<file path="config.mk">
export PLATFORM = sky130hd
export DESIGN_NAME = execute_ctl
export DESIGN_NICKNAME = d
export VERILOG_FILES = /design/src/design/execute_ctl_pkg.sv /design/src/design/instr_decoder.sv /design/src/design/branch_resolve_stage.sv /design/src/design/execute_ctl.sv
export SDC_FILE = /design/constraint.sdc
export NUM_CORES = 1
export LEC_CHECK = 0
export BUFFER_PORTS_ARGS = -buffer_cell sky130_fd_sc_hd__clkbuf_2
export CAP_MARGIN = 0
export CORE_UTILIZATION = 40
export CTS_CLUSTER_DIAMETER = 80
export CTS_CLUSTER_SIZE = 12
export DETAILED_ROUTE_END_ITERATION = 16
export GPL_ROUTABILITY_DRIVEN = 0
export PLACE_DENSITY = 0.83
export SYNTH_ARGS = -nofsm -noshare
export SYNTH_HDL_FRONTEND = slang
export SYNTH_SLANG_ARGS = --single-unit
export TNS_END_PERCENT = 30
</file>
<file path="constraint.sdc">
create_clock -name clk -period 1.6 [get_ports clk]
set_clock_uncertainty 0.1 [all_clocks]
set_input_delay 0.24 -clock clk [delete_from_list [all_inputs] [get_ports clk]]
set_output_delay 0.24 -clock clk [all_outputs]
set_load 0.005 [all_outputs]
</file>
<file path="src/design/execute_ctl_pkg.sv">
package execute_ctl_pkg;

    // One instruction word
    localparam int XLEN = 32;

    // Major opcodes, instruction[6:0]
    typedef enum logic [6:0] {
        OPC_LUI      = 7'b0110111,
        OPC_AUIPC    = 7'b0010111,
        OPC_JAL      = 7'b1101111,
        OPC_JALR     = 7'b1100111,
        OPC_BRANCH   = 7'b1100011,
        OPC_LOAD     = 7'b0000011,
        OPC_STORE    = 7'b0100011,
        OPC_OP_IMM   = 7'b0010011,
        OPC_OP       = 7'b0110011,
        OPC_MISC_MEM = 7'b0001111,
        OPC_SYSTEM   = 7'b1110011
    } opcode_e;

    // funct3 for OP and OP-IMM
    typedef enum logic [2:0] {
        F3_ADD_SUB = 3'b000,
        F3_SLL     = 3'b001,
        F3_SLT     = 3'b010,
        F3_SLTU    = 3'b011,
        F3_XOR     = 3'b100,
        F3_SRL_SRA = 3'b101,
        F3_OR      = 3'b110,
        F3_AND     = 3'b111
    } funct3_arith_e;

    typedef enum logic [2:0] {
        F3_BEQ  = 3'b000,
        F3_BNE  = 3'b001,
        F3_BLT  = 3'b100,
        F3_BGE  = 3'b101,
        F3_BLTU = 3'b110,
        F3_BGEU = 3'b111
    } funct3_branch_e;

    typedef enum logic [2:0] {
        F3_LB  = 3'b000,
        F3_LH  = 3'b001,
        F3_LW  = 3'b010,
        F3_LBU = 3'b100,
        F3_LHU = 3'b101
    } funct3_load_e;

    typedef enum logic [2:0] {
        F3_SB = 3'b000,
        F3_SH = 3'b001,
        F3_SW = 3'b010
    } funct3_store_e;

    // funct7, alternate form selects SUB and SRA
    typedef enum logic [6:0] {
        F7_BASE = 7'b0000000,
        F7_ALT  = 7'b0100000
    } funct7_e;

    typedef enum logic [3:0] {
        ALU_AND    = 4'd0,
        ALU_OR     = 4'd1,
        ALU_XOR    = 4'd2,
        ALU_ADD    = 4'd3,
        ALU_SUB    = 4'd4,
        ALU_PASS_B = 4'd6,
        ALU_SLL    = 4'd7,
        ALU_SRL    = 4'd8,
        ALU_SRA    = 4'd10,
        ALU_SLTU   = 4'd11,
        ALU_SLT    = 4'd12
    } alu_op_e;

    typedef enum logic [2:0] {
        IMM_R = 3'd0,
        IMM_I = 3'd1,
        IMM_S = 3'd2,
        IMM_B = 3'd3,
        IMM_U = 3'd4,
        IMM_J = 3'd5
    } imm_sel_e;

    typedef enum logic [1:0] {
        WB_MEM      = 2'd0,
        WB_ALU      = 2'd1,
        WB_PC_PLUS4 = 2'd2
    } wb_sel_e;

    // Signedness of LT/GE lives in br_un
    typedef enum logic [2:0] {
        BR_NONE   = 3'd0,
        BR_EQ     = 3'd1,
        BR_NE     = 3'd2,
        BR_LT     = 3'd3,
        BR_GE     = 3'd4,
        BR_ALWAYS = 3'd5
    } br_cond_e;

    // Execute-stage control bundle
    typedef struct packed {
        logic     a_sel;
        logic     b_sel;
        alu_op_e  alu_op;
        imm_sel_e imm_sel;
        logic     mem_wr;
        logic     reg_wen;
        logic     br_un;
        wb_sel_e  wb_sel;
        logic     load_sign;
    } ctl_t;

    // All zero, nothing written and nothing stored
    localparam ctl_t CTL_NOP = '0;

endpackage

</file>
<file path="src/design/instr_decoder.sv">
`timescale 1ns/1ps

module instr_decoder (
    input  logic [execute_ctl_pkg::XLEN-1:0] instruction,
    output execute_ctl_pkg::ctl_t            ctl,
    output execute_ctl_pkg::br_cond_e        br_cond
);

    import execute_ctl_pkg::*;

    opcode_e    opcode;
    logic [2:0] funct3;
    logic [6:0] funct7;
    logic       is_op;
    logic       f7_base;
    logic       f7_alt;

    alu_op_e    arith_op;
    logic       arith_ok;
    logic       load_ok;
    logic       load_sign;
    logic       store_ok;
    br_cond_e   branch_cond;
    logic       branch_un;

    assign opcode  = opcode_e'(instruction[6:0]);
    assign funct3  = instruction[14:12];
    assign funct7  = instruction[31:25];
    assign is_op   = (opcode == OPC_OP);
    assign f7_base = (funct7 == F7_BASE);
    assign f7_alt  = (funct7 == F7_ALT);

    // ALU operation shared by OP and OP-IMM
    // For OP-IMM, funct7 is immediate bits except on shifts
    always_comb begin
        arith_op = ALU_ADD;
        arith_ok = 1'b0;
        case (funct3)
            F3_ADD_SUB: begin
                arith_op = (is_op && f7_alt) ? ALU_SUB : ALU_ADD;
                arith_ok = !is_op || f7_base || f7_alt;
            end
            F3_SLL: begin
                arith_op = ALU_SLL;
                arith_ok = f7_base;
            end
            F3_SLT: begin
                arith_op = ALU_SLT;
                arith_ok = !is_op || f7_base;
            end
            F3_SLTU: begin
                arith_op = ALU_SLTU;
                arith_ok = !is_op || f7_base;
            end
            F3_XOR: begin
                arith_op = ALU_XOR;
                arith_ok = !is_op || f7_base;
            end
            F3_SRL_SRA: begin
                // funct7 tells logical from arithmetic shift
                arith_op = f7_alt ? ALU_SRA : ALU_SRL;
                arith_ok = f7_base || f7_alt;
            end
            F3_OR: begin
                arith_op = ALU_OR;
                arith_ok = !is_op || f7_base;
            end
            F3_AND: begin
                arith_op = ALU_AND;
                arith_ok = !is_op || f7_base;
            end
            default: begin
                arith_op = ALU_ADD;
                arith_ok = 1'b0;
            end
        endcase
    end

    // Sign extension only for LB, LH and LW
    always_comb begin
        load_ok   = 1'b1;
        load_sign = 1'b0;
        case (funct3)
            F3_LB, F3_LH, F3_LW: begin
                load_sign = 1'b1;
            end
            F3_LBU, F3_LHU: begin
                load_sign = 1'b0;
            end
            default: begin
                load_ok = 1'b0;
            end
        endcase
    end

    assign store_ok = funct3 inside {F3_SB, F3_SH, F3_SW};

    always_comb begin
        branch_cond = BR_NONE;
        branch_un   = 1'b0;
        case (funct3)
            F3_BEQ: begin
                branch_cond = BR_EQ;
            end
            F3_BNE: begin
                branch_cond = BR_NE;
            end
            F3_BLT: begin
                branch_cond = BR_LT;
            end
            F3_BGE: begin
                branch_cond = BR_GE;
            end
            F3_BLTU: begin
                branch_cond = BR_LT;
                branch_un   = 1'b1;
            end
            F3_BGEU: begin
                branch_cond = BR_GE;
                branch_un   = 1'b1;
            end
            default: begin
                branch_cond = BR_NONE;
            end
        endcase
    end

    always_comb begin
        ctl     = CTL_NOP;
        br_cond = BR_NONE;
        case (opcode)
            OPC_LUI: begin
                ctl.b_sel   = 1'b1;
                ctl.alu_op  = ALU_PASS_B;
                ctl.imm_sel = IMM_U;
                ctl.reg_wen = 1'b1;
                ctl.wb_sel  = WB_ALU;
            end
            OPC_AUIPC: begin
                ctl.a_sel   = 1'b1;
                ctl.b_sel   = 1'b1;
                ctl.alu_op  = ALU_ADD;
                ctl.imm_sel = IMM_U;
                ctl.reg_wen = 1'b1;
                ctl.wb_sel  = WB_ALU;
            end
            OPC_JAL: begin
                ctl.a_sel   = 1'b1;
                ctl.b_sel   = 1'b1;
                ctl.alu_op  = ALU_ADD;
                ctl.imm_sel = IMM_J;
                ctl.reg_wen = 1'b1;
                ctl.wb_sel  = WB_PC_PLUS4;
                br_cond     = BR_ALWAYS;
            end
            OPC_JALR: begin
                // Target is rs1 + imm, funct3 must be zero
                if (funct3 == 3'b000) begin
                    ctl.b_sel   = 1'b1;
                    ctl.alu_op  = ALU_ADD;
                    ctl.imm_sel = IMM_I;
                    ctl.reg_wen = 1'b1;
                    ctl.wb_sel  = WB_PC_PLUS4;
                    br_cond     = BR_ALWAYS;
                end
            end
            OPC_BRANCH: begin
                // ALU forms the target PC + imm
                if (branch_cond != BR_NONE) begin
                    ctl.a_sel   = 1'b1;
                    ctl.b_sel   = 1'b1;
                    ctl.alu_op  = ALU_ADD;
                    ctl.imm_sel = IMM_B;
                    ctl.br_un   = branch_un;
                    br_cond     = branch_cond;
                end
            end
            OPC_LOAD: begin
                if (load_ok) begin
                    ctl.b_sel     = 1'b1;
                    ctl.alu_op    = ALU_ADD;
                    ctl.imm_sel   = IMM_I;
                    ctl.reg_wen   = 1'b1;
                    ctl.wb_sel    = WB_MEM;
                    ctl.load_sign = load_sign;
                end
            end
            OPC_STORE: begin
                if (store_ok) begin
                    ctl.b_sel   = 1'b1;
                    ctl.alu_op  = ALU_ADD;
                    ctl.imm_sel = IMM_S;
                    ctl.mem_wr  = 1'b1;
                end
            end
            OPC_OP_IMM: begin
                if (arith_ok) begin
                    ctl.b_sel   = 1'b1;
                    ctl.alu_op  = arith_op;
                    ctl.imm_sel = IMM_I;
                    ctl.reg_wen = 1'b1;
                    ctl.wb_sel  = WB_ALU;
                end
            end
            OPC_OP: begin
                if (arith_ok) begin
                    ctl.alu_op  = arith_op;
                    ctl.imm_sel = IMM_R;
                    ctl.reg_wen = 1'b1;
                    ctl.wb_sel  = WB_ALU;
                end
            end
            OPC_MISC_MEM, OPC_SYSTEM: begin
                // FENCE, ECALL and EBREAK retire as no-ops
                ctl     = CTL_NOP;
                br_cond = BR_NONE;
            end
            default: begin
                ctl     = CTL_NOP;
                br_cond = BR_NONE;
            end
        endcase
    end

endmodule

</file>
<file path="src/design/branch_resolve_stage.sv">
`timescale 1ns/1ps

module branch_resolve_stage (
    input  logic                      clk,
    input  logic                      reset,
    input  execute_ctl_pkg::ctl_t     ctl,
    input  execute_ctl_pkg::br_cond_e br_cond,
    input  logic                      br_eq,
    input  logic                      br_lt,
    output execute_ctl_pkg::ctl_t     ctl_q,
    output logic                      pc_sel
);

    import execute_ctl_pkg::*;

    logic take_branch;

    // Comparator flags are for the instruction decoded this cycle
    // br_lt already reflects br_un from the comparator
    always_comb begin
        case (br_cond)
            BR_ALWAYS: begin
                take_branch = 1'b1;
            end
            BR_EQ: begin
                take_branch = br_eq;
            end
            BR_NE: begin
                take_branch = !br_eq;
            end
            BR_LT: begin
                take_branch = br_lt;
            end
            BR_GE: begin
                take_branch = !br_lt;
            end
            default: begin
                take_branch = 1'b0;
            end
        endcase
    end

    // Single pipeline register for bundle and redirect
    always_ff @(posedge clk) begin
        if (reset) begin
            ctl_q  <= CTL_NOP;
            pc_sel <= 1'b0;
        end else begin
            ctl_q  <= ctl;
            pc_sel <= take_branch;
        end
    end

endmodule

</file>
<file path="src/design/execute_ctl.sv">
`timescale 1ns/1ps

module execute_ctl (
    input  logic                             clk,
    input  logic                             reset,
    input  logic [execute_ctl_pkg::XLEN-1:0] instruction,
    input  logic                             br_eq,
    input  logic                             br_lt,
    output execute_ctl_pkg::ctl_t            ctl,
    output logic                             pc_sel
);

    import execute_ctl_pkg::*;

    // Decoder outputs, same cycle as the instruction
    ctl_t     dec_ctl;
    br_cond_e dec_br_cond;

    instr_decoder u_decoder (
        .instruction (instruction),
        .ctl         (dec_ctl),
        .br_cond     (dec_br_cond)
    );

    // One cycle to the outputs
    branch_resolve_stage u_resolve (
        .clk     (clk),
        .reset   (reset),
        .ctl     (dec_ctl),
        .br_cond (dec_br_cond),
        .br_eq   (br_eq),
        .br_lt   (br_lt),
        .ctl_q   (ctl),
        .pc_sel  (pc_sel)
    );

endmodule

</file>
# Word-level counts from Yosys, hierarchy flattened
# Cells that the tools add are included.
dict set report op_classes {
  eq_ne 22
  mux 28
  n_bitwise 5
  n_reduce_logical 24
}
# op n
set op_table {}
lappend op_table {{case mux 7 bit (9 select lines)} 1}
lappend op_table {{case mux 4 bit (8 select lines)} 1}
lappend op_table {{== test 7 x 6 -> 1 bit (second input constant)} 4}
lappend op_table {{2-to-1 mux 8 bit} 3}
lappend op_table {{== test 7 bit (second input constant)} 3}
lappend op_table {{== test 3 bit (second input constant)} 6}
lappend op_table {{2-to-1 mux 9 bit} 2}
lappend op_table {{== test 7 x 5 -> 1 bit (second input constant)} 2}
lappend op_table {{OR reduction 2 bit} 7}
lappend op_table {{== test 3 x 2 -> 1 bit (second input constant)} 4}
lappend op_table {{case mux 3 bit (4 select lines)} 1}
lappend op_table {{OR reduction 3 bit} 4}
lappend op_table {{case mux 2 bit (5 select lines)} 1}
lappend op_table {{OR reduction 5 bit} 2}
lappend op_table {{2-to-1 mux 3 bit} 3}
lappend op_table {{case mux 3 bit (3 select lines)} 1}
lappend op_table {{case mux 1 bit (4 select lines)} 2}
lappend op_table {{== test 7 x 2 -> 1 bit (second input constant)} 1}
lappend op_table {{logical NOT 7 bit} 1}
lappend op_table {{2-to-1 mux 1 bit} 7}
lappend op_table {{2-to-1 mux 7 bit} 1}
lappend op_table {{== test 3 x 1 -> 1 bit (second input constant)} 2}
lappend op_table {{case mux 1 bit (6 select lines)} 1}
lappend op_table {{nonzero test 3 bit} 2}
lappend op_table {{other kinds (8)} 17}
dict set report word_totals {
  regBits 16
  inputBits 36
  output_inout_bits 16
  word_cells 89
}

# Longest topological paths before layout
dict set report depth {
  word_depth 8
  mapped_depth 6
  ltp_nobuf 4
}

# Cells and area by module
# Synthesis repeated with hierarchy kept, for this count alone.
dict set report hier_totals {
  hier_cells 123
  area_unflattened_um2 1023.5
}
# module instances cells_per_inst area_per_inst_um2 seq_area_each_um2
set by_module_without_submodules {}
lappend by_module_without_submodules {instr_decoder 1 85 558.0 0.0}
lappend by_module_without_submodules {branch_resolve_stage 1 38 465.4 320.3}

# Worst setup path after synthesis
# OpenSTA, ideal clock, no wires.
dict set report synth_path {
  path_kind {input-to-reg}
  from {in instruction[14] (netlist name)}
  to {reg u_resolve.pc_sel}
  setup_ns 0.135
  arrival_time_ns 1.340
  required_ns 1.365
  path_slack_ns 0.025
  path_stages 5
  n_path_buf 1
  path_cell_list {buf_6 -> or3_1 -> a211o_1 -> a311oi_1 -> a2111oi_2}
}
dict set report synth_between {
  elab_chain_cells 8
  elab_cells_between_ends 19
  classes_between {eq/ne: 10; mux: 5; reduce/logical: 4}
}
# element line_no
set synth_lines {}
lappend synth_lines {{from (decl)} execute_ctl.sv:6} ;# input logic [execute_ctl_pkg::XLEN-1:0] instruction,
lappend synth_lines {{== test 3 bit} instr_decoder.sv:101} ;# case (funct3)
lappend synth_lines {{OR reduction 2 bit (no line)} n/a}
lappend synth_lines {{case mux 3 bit (4 select lines)} instr_decoder.sv:101}
lappend synth_lines {{nonzero test 3 bit} instr_decoder.sv:169} ;# if (branch_cond != BR_NONE) begin
lappend synth_lines {{2-to-1 mux 3 bit} instr_decoder.sv:169}
lappend synth_lines {{case mux 3 bit (3 select lines) *} instr_decoder.sv:131} ;# case (opcode)
lappend synth_lines {{== test 3 bit (tied with other cells)} branch_resolve_stage.sv:21} ;# case (br_cond)
lappend synth_lines {{case mux 1 bit (5 select lines) *} branch_resolve_stage.sv:21}
lappend synth_lines {{to (signal assigned)} branch_resolve_stage.sv:50} ;# pc_sel <= take_branch;
lappend synth_lines {{to (decl)} branch_resolve_stage.sv:11} ;# output logic pc_sel
# Mark *: on every way between the ends. The rest lies on a longest branch, timed or not.
# A chain may end at the register's enable or synchronous reset.

# Worst setup path in the final report
dict set report layout_path {
  from {in instruction[13] (netlist name)}
  to {reg u_resolve.ctl_q[9] (netlist name)}
}
dict set report layout_between {
  elab_chain_cells 6
  elab_cells_between_ends 25
  classes_between {eq/ne: 7; mux: 11; reduce/logical: 7}
}
# element line_no
set layout_lines {}
lappend layout_lines {{== test 3 bit (on tied branches)} {instr_decoder.sv:38, instr_decoder.sv:83, instr_decoder.sv:101}}
lappend layout_lines {{OR reduction 2 bit (no line)} n/a}
lappend layout_lines {{case mux 3 bit (4 select lines)} instr_decoder.sv:101}
lappend layout_lines {{nonzero test 3 bit} instr_decoder.sv:169}
lappend layout_lines {{2-to-1 mux 9 bit} instr_decoder.sv:169}
lappend layout_lines {{case mux 7 bit (9 select lines) *} instr_decoder.sv:131}
lappend layout_lines {{to (signal assigned)} branch_resolve_stage.sv:49} ;# ctl_q <= ctl;
lappend layout_lines {{to (decl)} branch_resolve_stage.sv:10} ;# output execute_ctl_pkg::ctl_t ctl_q,
# Marked as above.

==> results.txt <==
The smallest clock period supported by the final layout is computed as about 1400 ps. The post-synthesis cell count is between 100 and 150. CTS saw 16 sinks.

The violation count after the first detailed-routing iteration is 39. The final worst-path cycle share came out at 89.28%. The wire-length estimate of the detail-placed layout is 2.161 mm. The worst hold slack across all endpoints is 92.19 ps. The class of the tightest hold or removal check is in2reg. Grouping stages by cell kind, the critical path spends the most delay in simple AND/OR/NAND/NOR gates.

The portion of total power attributed to combinational logic came out at about 22%. Setup total negative slack on the finished layout was measured at 0 ps. In this run switching power makes up between 20% and 30% of total power. Counting both buffers and inverters, the worst setup path holds a total of 2. Across the VDD grid, the largest voltage drop is 0.4402 mV. The final hold violation count is 0. The flow ran to the end, and the final reports show no timing, DRC or antenna violations. The highest net fanout along the worst path is 5. Relative to the synthesized area, the layout overhead comes to 38.83%. The CTS root buffer is sky130_fd_sc_hd__clkbuf_4. Clock-pin slew was measured on the worst setup and hold paths at roughly 90 ps. The clock passes through at most 2 buffers. The final layout contains a little over 200 nets. The final-layout fill cell count came out at between 150 and 200. The floorplan die width is a little over 50 µm.

The part of the total power dissipated in the clock network came out at a little over a quarter. The most used flip-flop cell after synthesis is sky130_fd_sc_hd__dfxtp_1. The fmax came out at 700.0 MHz.

The core area is between 2000 and 2500 µm². Leaving out filler cells and counting taps, the final layout contains between 150 and 200. The worst setup path is of the in2reg kind.

The share of cells above drive strength 1 is roughly 44%. Internal power comes to between 0.5 and 0.6 mW. Wires add up to 2.684 mm.

The power density over the cells is ~570 nW/µm². The remaining antenna violation count is 0. The unique cell type count in the Yosys netlist is 46. The design draws slightly below 0.8 mW. The via count of the first global-routing pass came out at about 1.0k. The final count of pins violating max slew is 0. The post-route DRC violation count came out at 0. The wire length of the first global-routing pass came out at about 4.4 mm. The critical path goes through clkbuf_2 > buf_4 > nor2b_2 > a2111oi_2 > nor4b_1 > o32ai_1.

TritonCTS built the clock tree. The number of synthesized flops with an enable pin came out at 0. The cell area after placement came out at roughly 1300 µm². The max-capacitance violation count came out at 0. The sequential element share of the synthesized area came out at 32.49%. The portion of total power attributed to sequential cells came out at around 51%. Setup violations remaining at the end of the flow were counted as 0. STA classifies the critical path endpoint as a register.

Counting the buffers created by CTS gives 3. The total number of yosys warnings came out at 0. The async set-reset flop share out of synthesis came out at 0%. On the worst path, the slowest cell contributes a delay of between 400 and 500 ps. 52 I/O pins were placed. The startpoint type of the worst setup path is a primary input. For this design the static power due to leakage is approximately 0.57 nW. The initial antenna violation count came out at 0. The effective utilization at floorplan came out at a little over two fifths. Entering global routing, the biggest net connects 14 pins. Summed over all nets, the switching power comes to 0.2133 mW. The number of buffers inserted by port buffering is 36. The number of setup buffers added after CTS is 0. The total nets after synthesis came out at roughly 150. The total inserted antenna cells is 0. The total overflow left after global routing is 0.

The data arrival time of the critical path is between 1000 and 1500 ps. Once layout is done, the placed cells without fillers occupy approximately 1400 µm². The headroom to the max-slew limit is roughly 70%.

Counting flops and latches in the post-synthesis netlist gives 16. The number of placed cells counting well taps came out at a little under 200. The average wire per cell in the routed design came out at 13.62 µm. The overall die height came out at between 50 and 60 µm. The placement row count is 17.

Data on the critical path is required at its endpoint by 1650 ps. The number of detailed-routing iterations run before antenna repair is 4. The overall global routing resource usage came out at between 20% and 30%. The floorplan die area is 2667 µm².

The total via count in the routed design is ~1.2k. Setup repair after global routing left no endpoint under its margin. The count of H-tree levels built during CTS is 1. Among all stages on the critical path, the largest delay is contributed by sky130_fd_sc_hd__nor4b_1. The post-synthesis instance area came out at between 900 and 1000 µm². The synthesized area per cell is between 8 and 9 µm². The slew at the pin with the worst max-slew slack came out at between 400 and 500 ps. The via density per instance came out at 5.873. The cts-stage hold buffer count came out at 0.
## sequential cells by signal (all words and copies together) (netlist names)
signal and flops:
u_resolve.pc_sel 1, u_resolve.ctl_q 15
## stage by stage
step	utilization [%]	setup WS (ps)
final	60.14	171.5
after global routing	60.14	80.38
after CTS	60.03	110.9
after detailed placement	59.04	-184.9
after global placement	59.04	-106.3
after floorplan	-	25.00
## cell type report
cell class	instances	area [µm²]	share of cell area [%]
Sequential cell	16	320.3	23.40
Multi-Input combinational cell	87	615.6	44.97
Inverter	2	7.507	0.5484
Tap cell	28	35.03	2.559
Timing Repair Buffer	61	367.9	26.87
Clock buffer	3	22.52	1.645
## cells in the final DEF (no fill, tap or decap), types with 2 or more instances in the layout
| cell | synthesis | routed |
|---|---|---|
| sky130_fd_sc_hd__clkbuf_2 | 0 | 36 |
| sky130_fd_sc_hd__buf_4 | 1 | 25 |
| sky130_fd_sc_hd__dfxtp_1 | 16 | 16 |
| sky130_fd_sc_hd__nor2_1 | 9 | 9 |
| sky130_fd_sc_hd__or3_1 | 8 | 8 |
| sky130_fd_sc_hd__nor3_1 | 6 | 6 |
| sky130_fd_sc_hd__a21oi_1 | 6 | 6 |
| sky130_fd_sc_hd__nand2b_1 | 5 | 5 |
| sky130_fd_sc_hd__a31oi_1 | 4 | 4 |
| sky130_fd_sc_hd__or2_2 | 3 | 3 |
| sky130_fd_sc_hd__nor4_1 | 3 | 3 |
| sky130_fd_sc_hd__nor2b_1 | 4 | 3 |
| sky130_fd_sc_hd__a211oi_1 | 3 | 3 |
| sky130_fd_sc_hd__clkbuf_4 | 0 | 3 |
| sky130_fd_sc_hd__nand2_1 | 2 | 2 |
| sky130_fd_sc_hd__a211o_1 | 2 | 2 |
| sky130_fd_sc_hd__inv_1 | 2 | 2 |
| sky130_fd_sc_hd__nand3_1 | 2 | 2 |
| sky130_fd_sc_hd__a2111oi_2 | 2 | 2 |
| sky130_fd_sc_hd__o21bai_1 | 2 | 2 |
| sky130_fd_sc_hd__mux2i_1 | 2 | 2 |
| sky130_fd_sc_hd__o32ai_1 | 2 | 2 |
## timing repair
| action | 4_1_cts | 5_1_grt |
|---|---|---|
| resized for setup | 0 | 1 |
| endpoints found under the setup margin | 0 | 1 |
| hold endpoints to repair | 0 | 0 |
## final timing paths
check                 cells past startpoint  slack [ps]             from            endpoint
worst max-delay path                      6         170  instruction[13]  u_resolve.ctl_q[9]
worst min-delay path                      2          90   instruction[6]  u_resolve.ctl_q[5]
## metal layers
layer | wire, µm | GRT usage, %
met1 | 1081 | 25.22
met2 | 1359 | 38.96
met3 | 192 | 4.386
met4 | 51 | 11.26
met5 | 0 | 0
## power by group through the flow
stage	Sequential (mW)	Combinational (mW)	Clock, mW
after global routing	0.399	0.189	0.230
after CTS	0.399	0.170	0.214
after global placement	0.408	0.161	0
after floorplan	0.408	0.0850	0
after detailed placement	0.408	0.170	0
final	0.399	0.173	0.211
## synthesized netlist by cell type, types with 2 or more instances
library cell	instances	area, µm²
sky130_fd_sc_hd__a211o_1	2	17.52
sky130_fd_sc_hd__mux2i_1	2	20.02
sky130_fd_sc_hd__buf_2	3	15.01
sky130_fd_sc_hd__o32ai_1	2	17.52
sky130_fd_sc_hd__nor2_1	9	33.78
sky130_fd_sc_hd__clkbuf_1	2	7.510
sky130_fd_sc_hd__a2111oi_2	2	30.03
sky130_fd_sc_hd__o21bai_1	2	15.01
sky130_fd_sc_hd__nor3_1	6	30.03
sky130_fd_sc_hd__nand3_1	2	10.01
sky130_fd_sc_hd__nand2b_1	5	31.28
sky130_fd_sc_hd__nand2_1	2	7.510
sky130_fd_sc_hd__or3_1	8	50.05
sky130_fd_sc_hd__a21oi_1	6	30.03
sky130_fd_sc_hd__nor2b_1	4	25.02
sky130_fd_sc_hd__a31oi_1	4	25.02
sky130_fd_sc_hd__nor4_1	3	18.77
sky130_fd_sc_hd__inv_1	2	7.510
sky130_fd_sc_hd__or2_2	3	18.77
sky130_fd_sc_hd__a211oi_1	3	22.52
sky130_fd_sc_hd__dfxtp_1	16	320.3
## cells by family (layout without fill, tap and decap cells)
| family | after synthesis | count (layout) | share of synthesized area, % |
|---|---|---|---|
| xor gates and xnor gates | 1 | 1 | 0.8885 |
| buffers and inverters | 10 | 66 | 5.330 |
| and+or+nand+nor | 50 | 50 | 31.35 |
| muxes | 3 | 3 | 3.173 |
| AOI/OAI and AO/OA | 33 | 33 | 26.78 |
| DFF | 16 | 16 | 32.49 |
(Power assumes the default switching activity.)
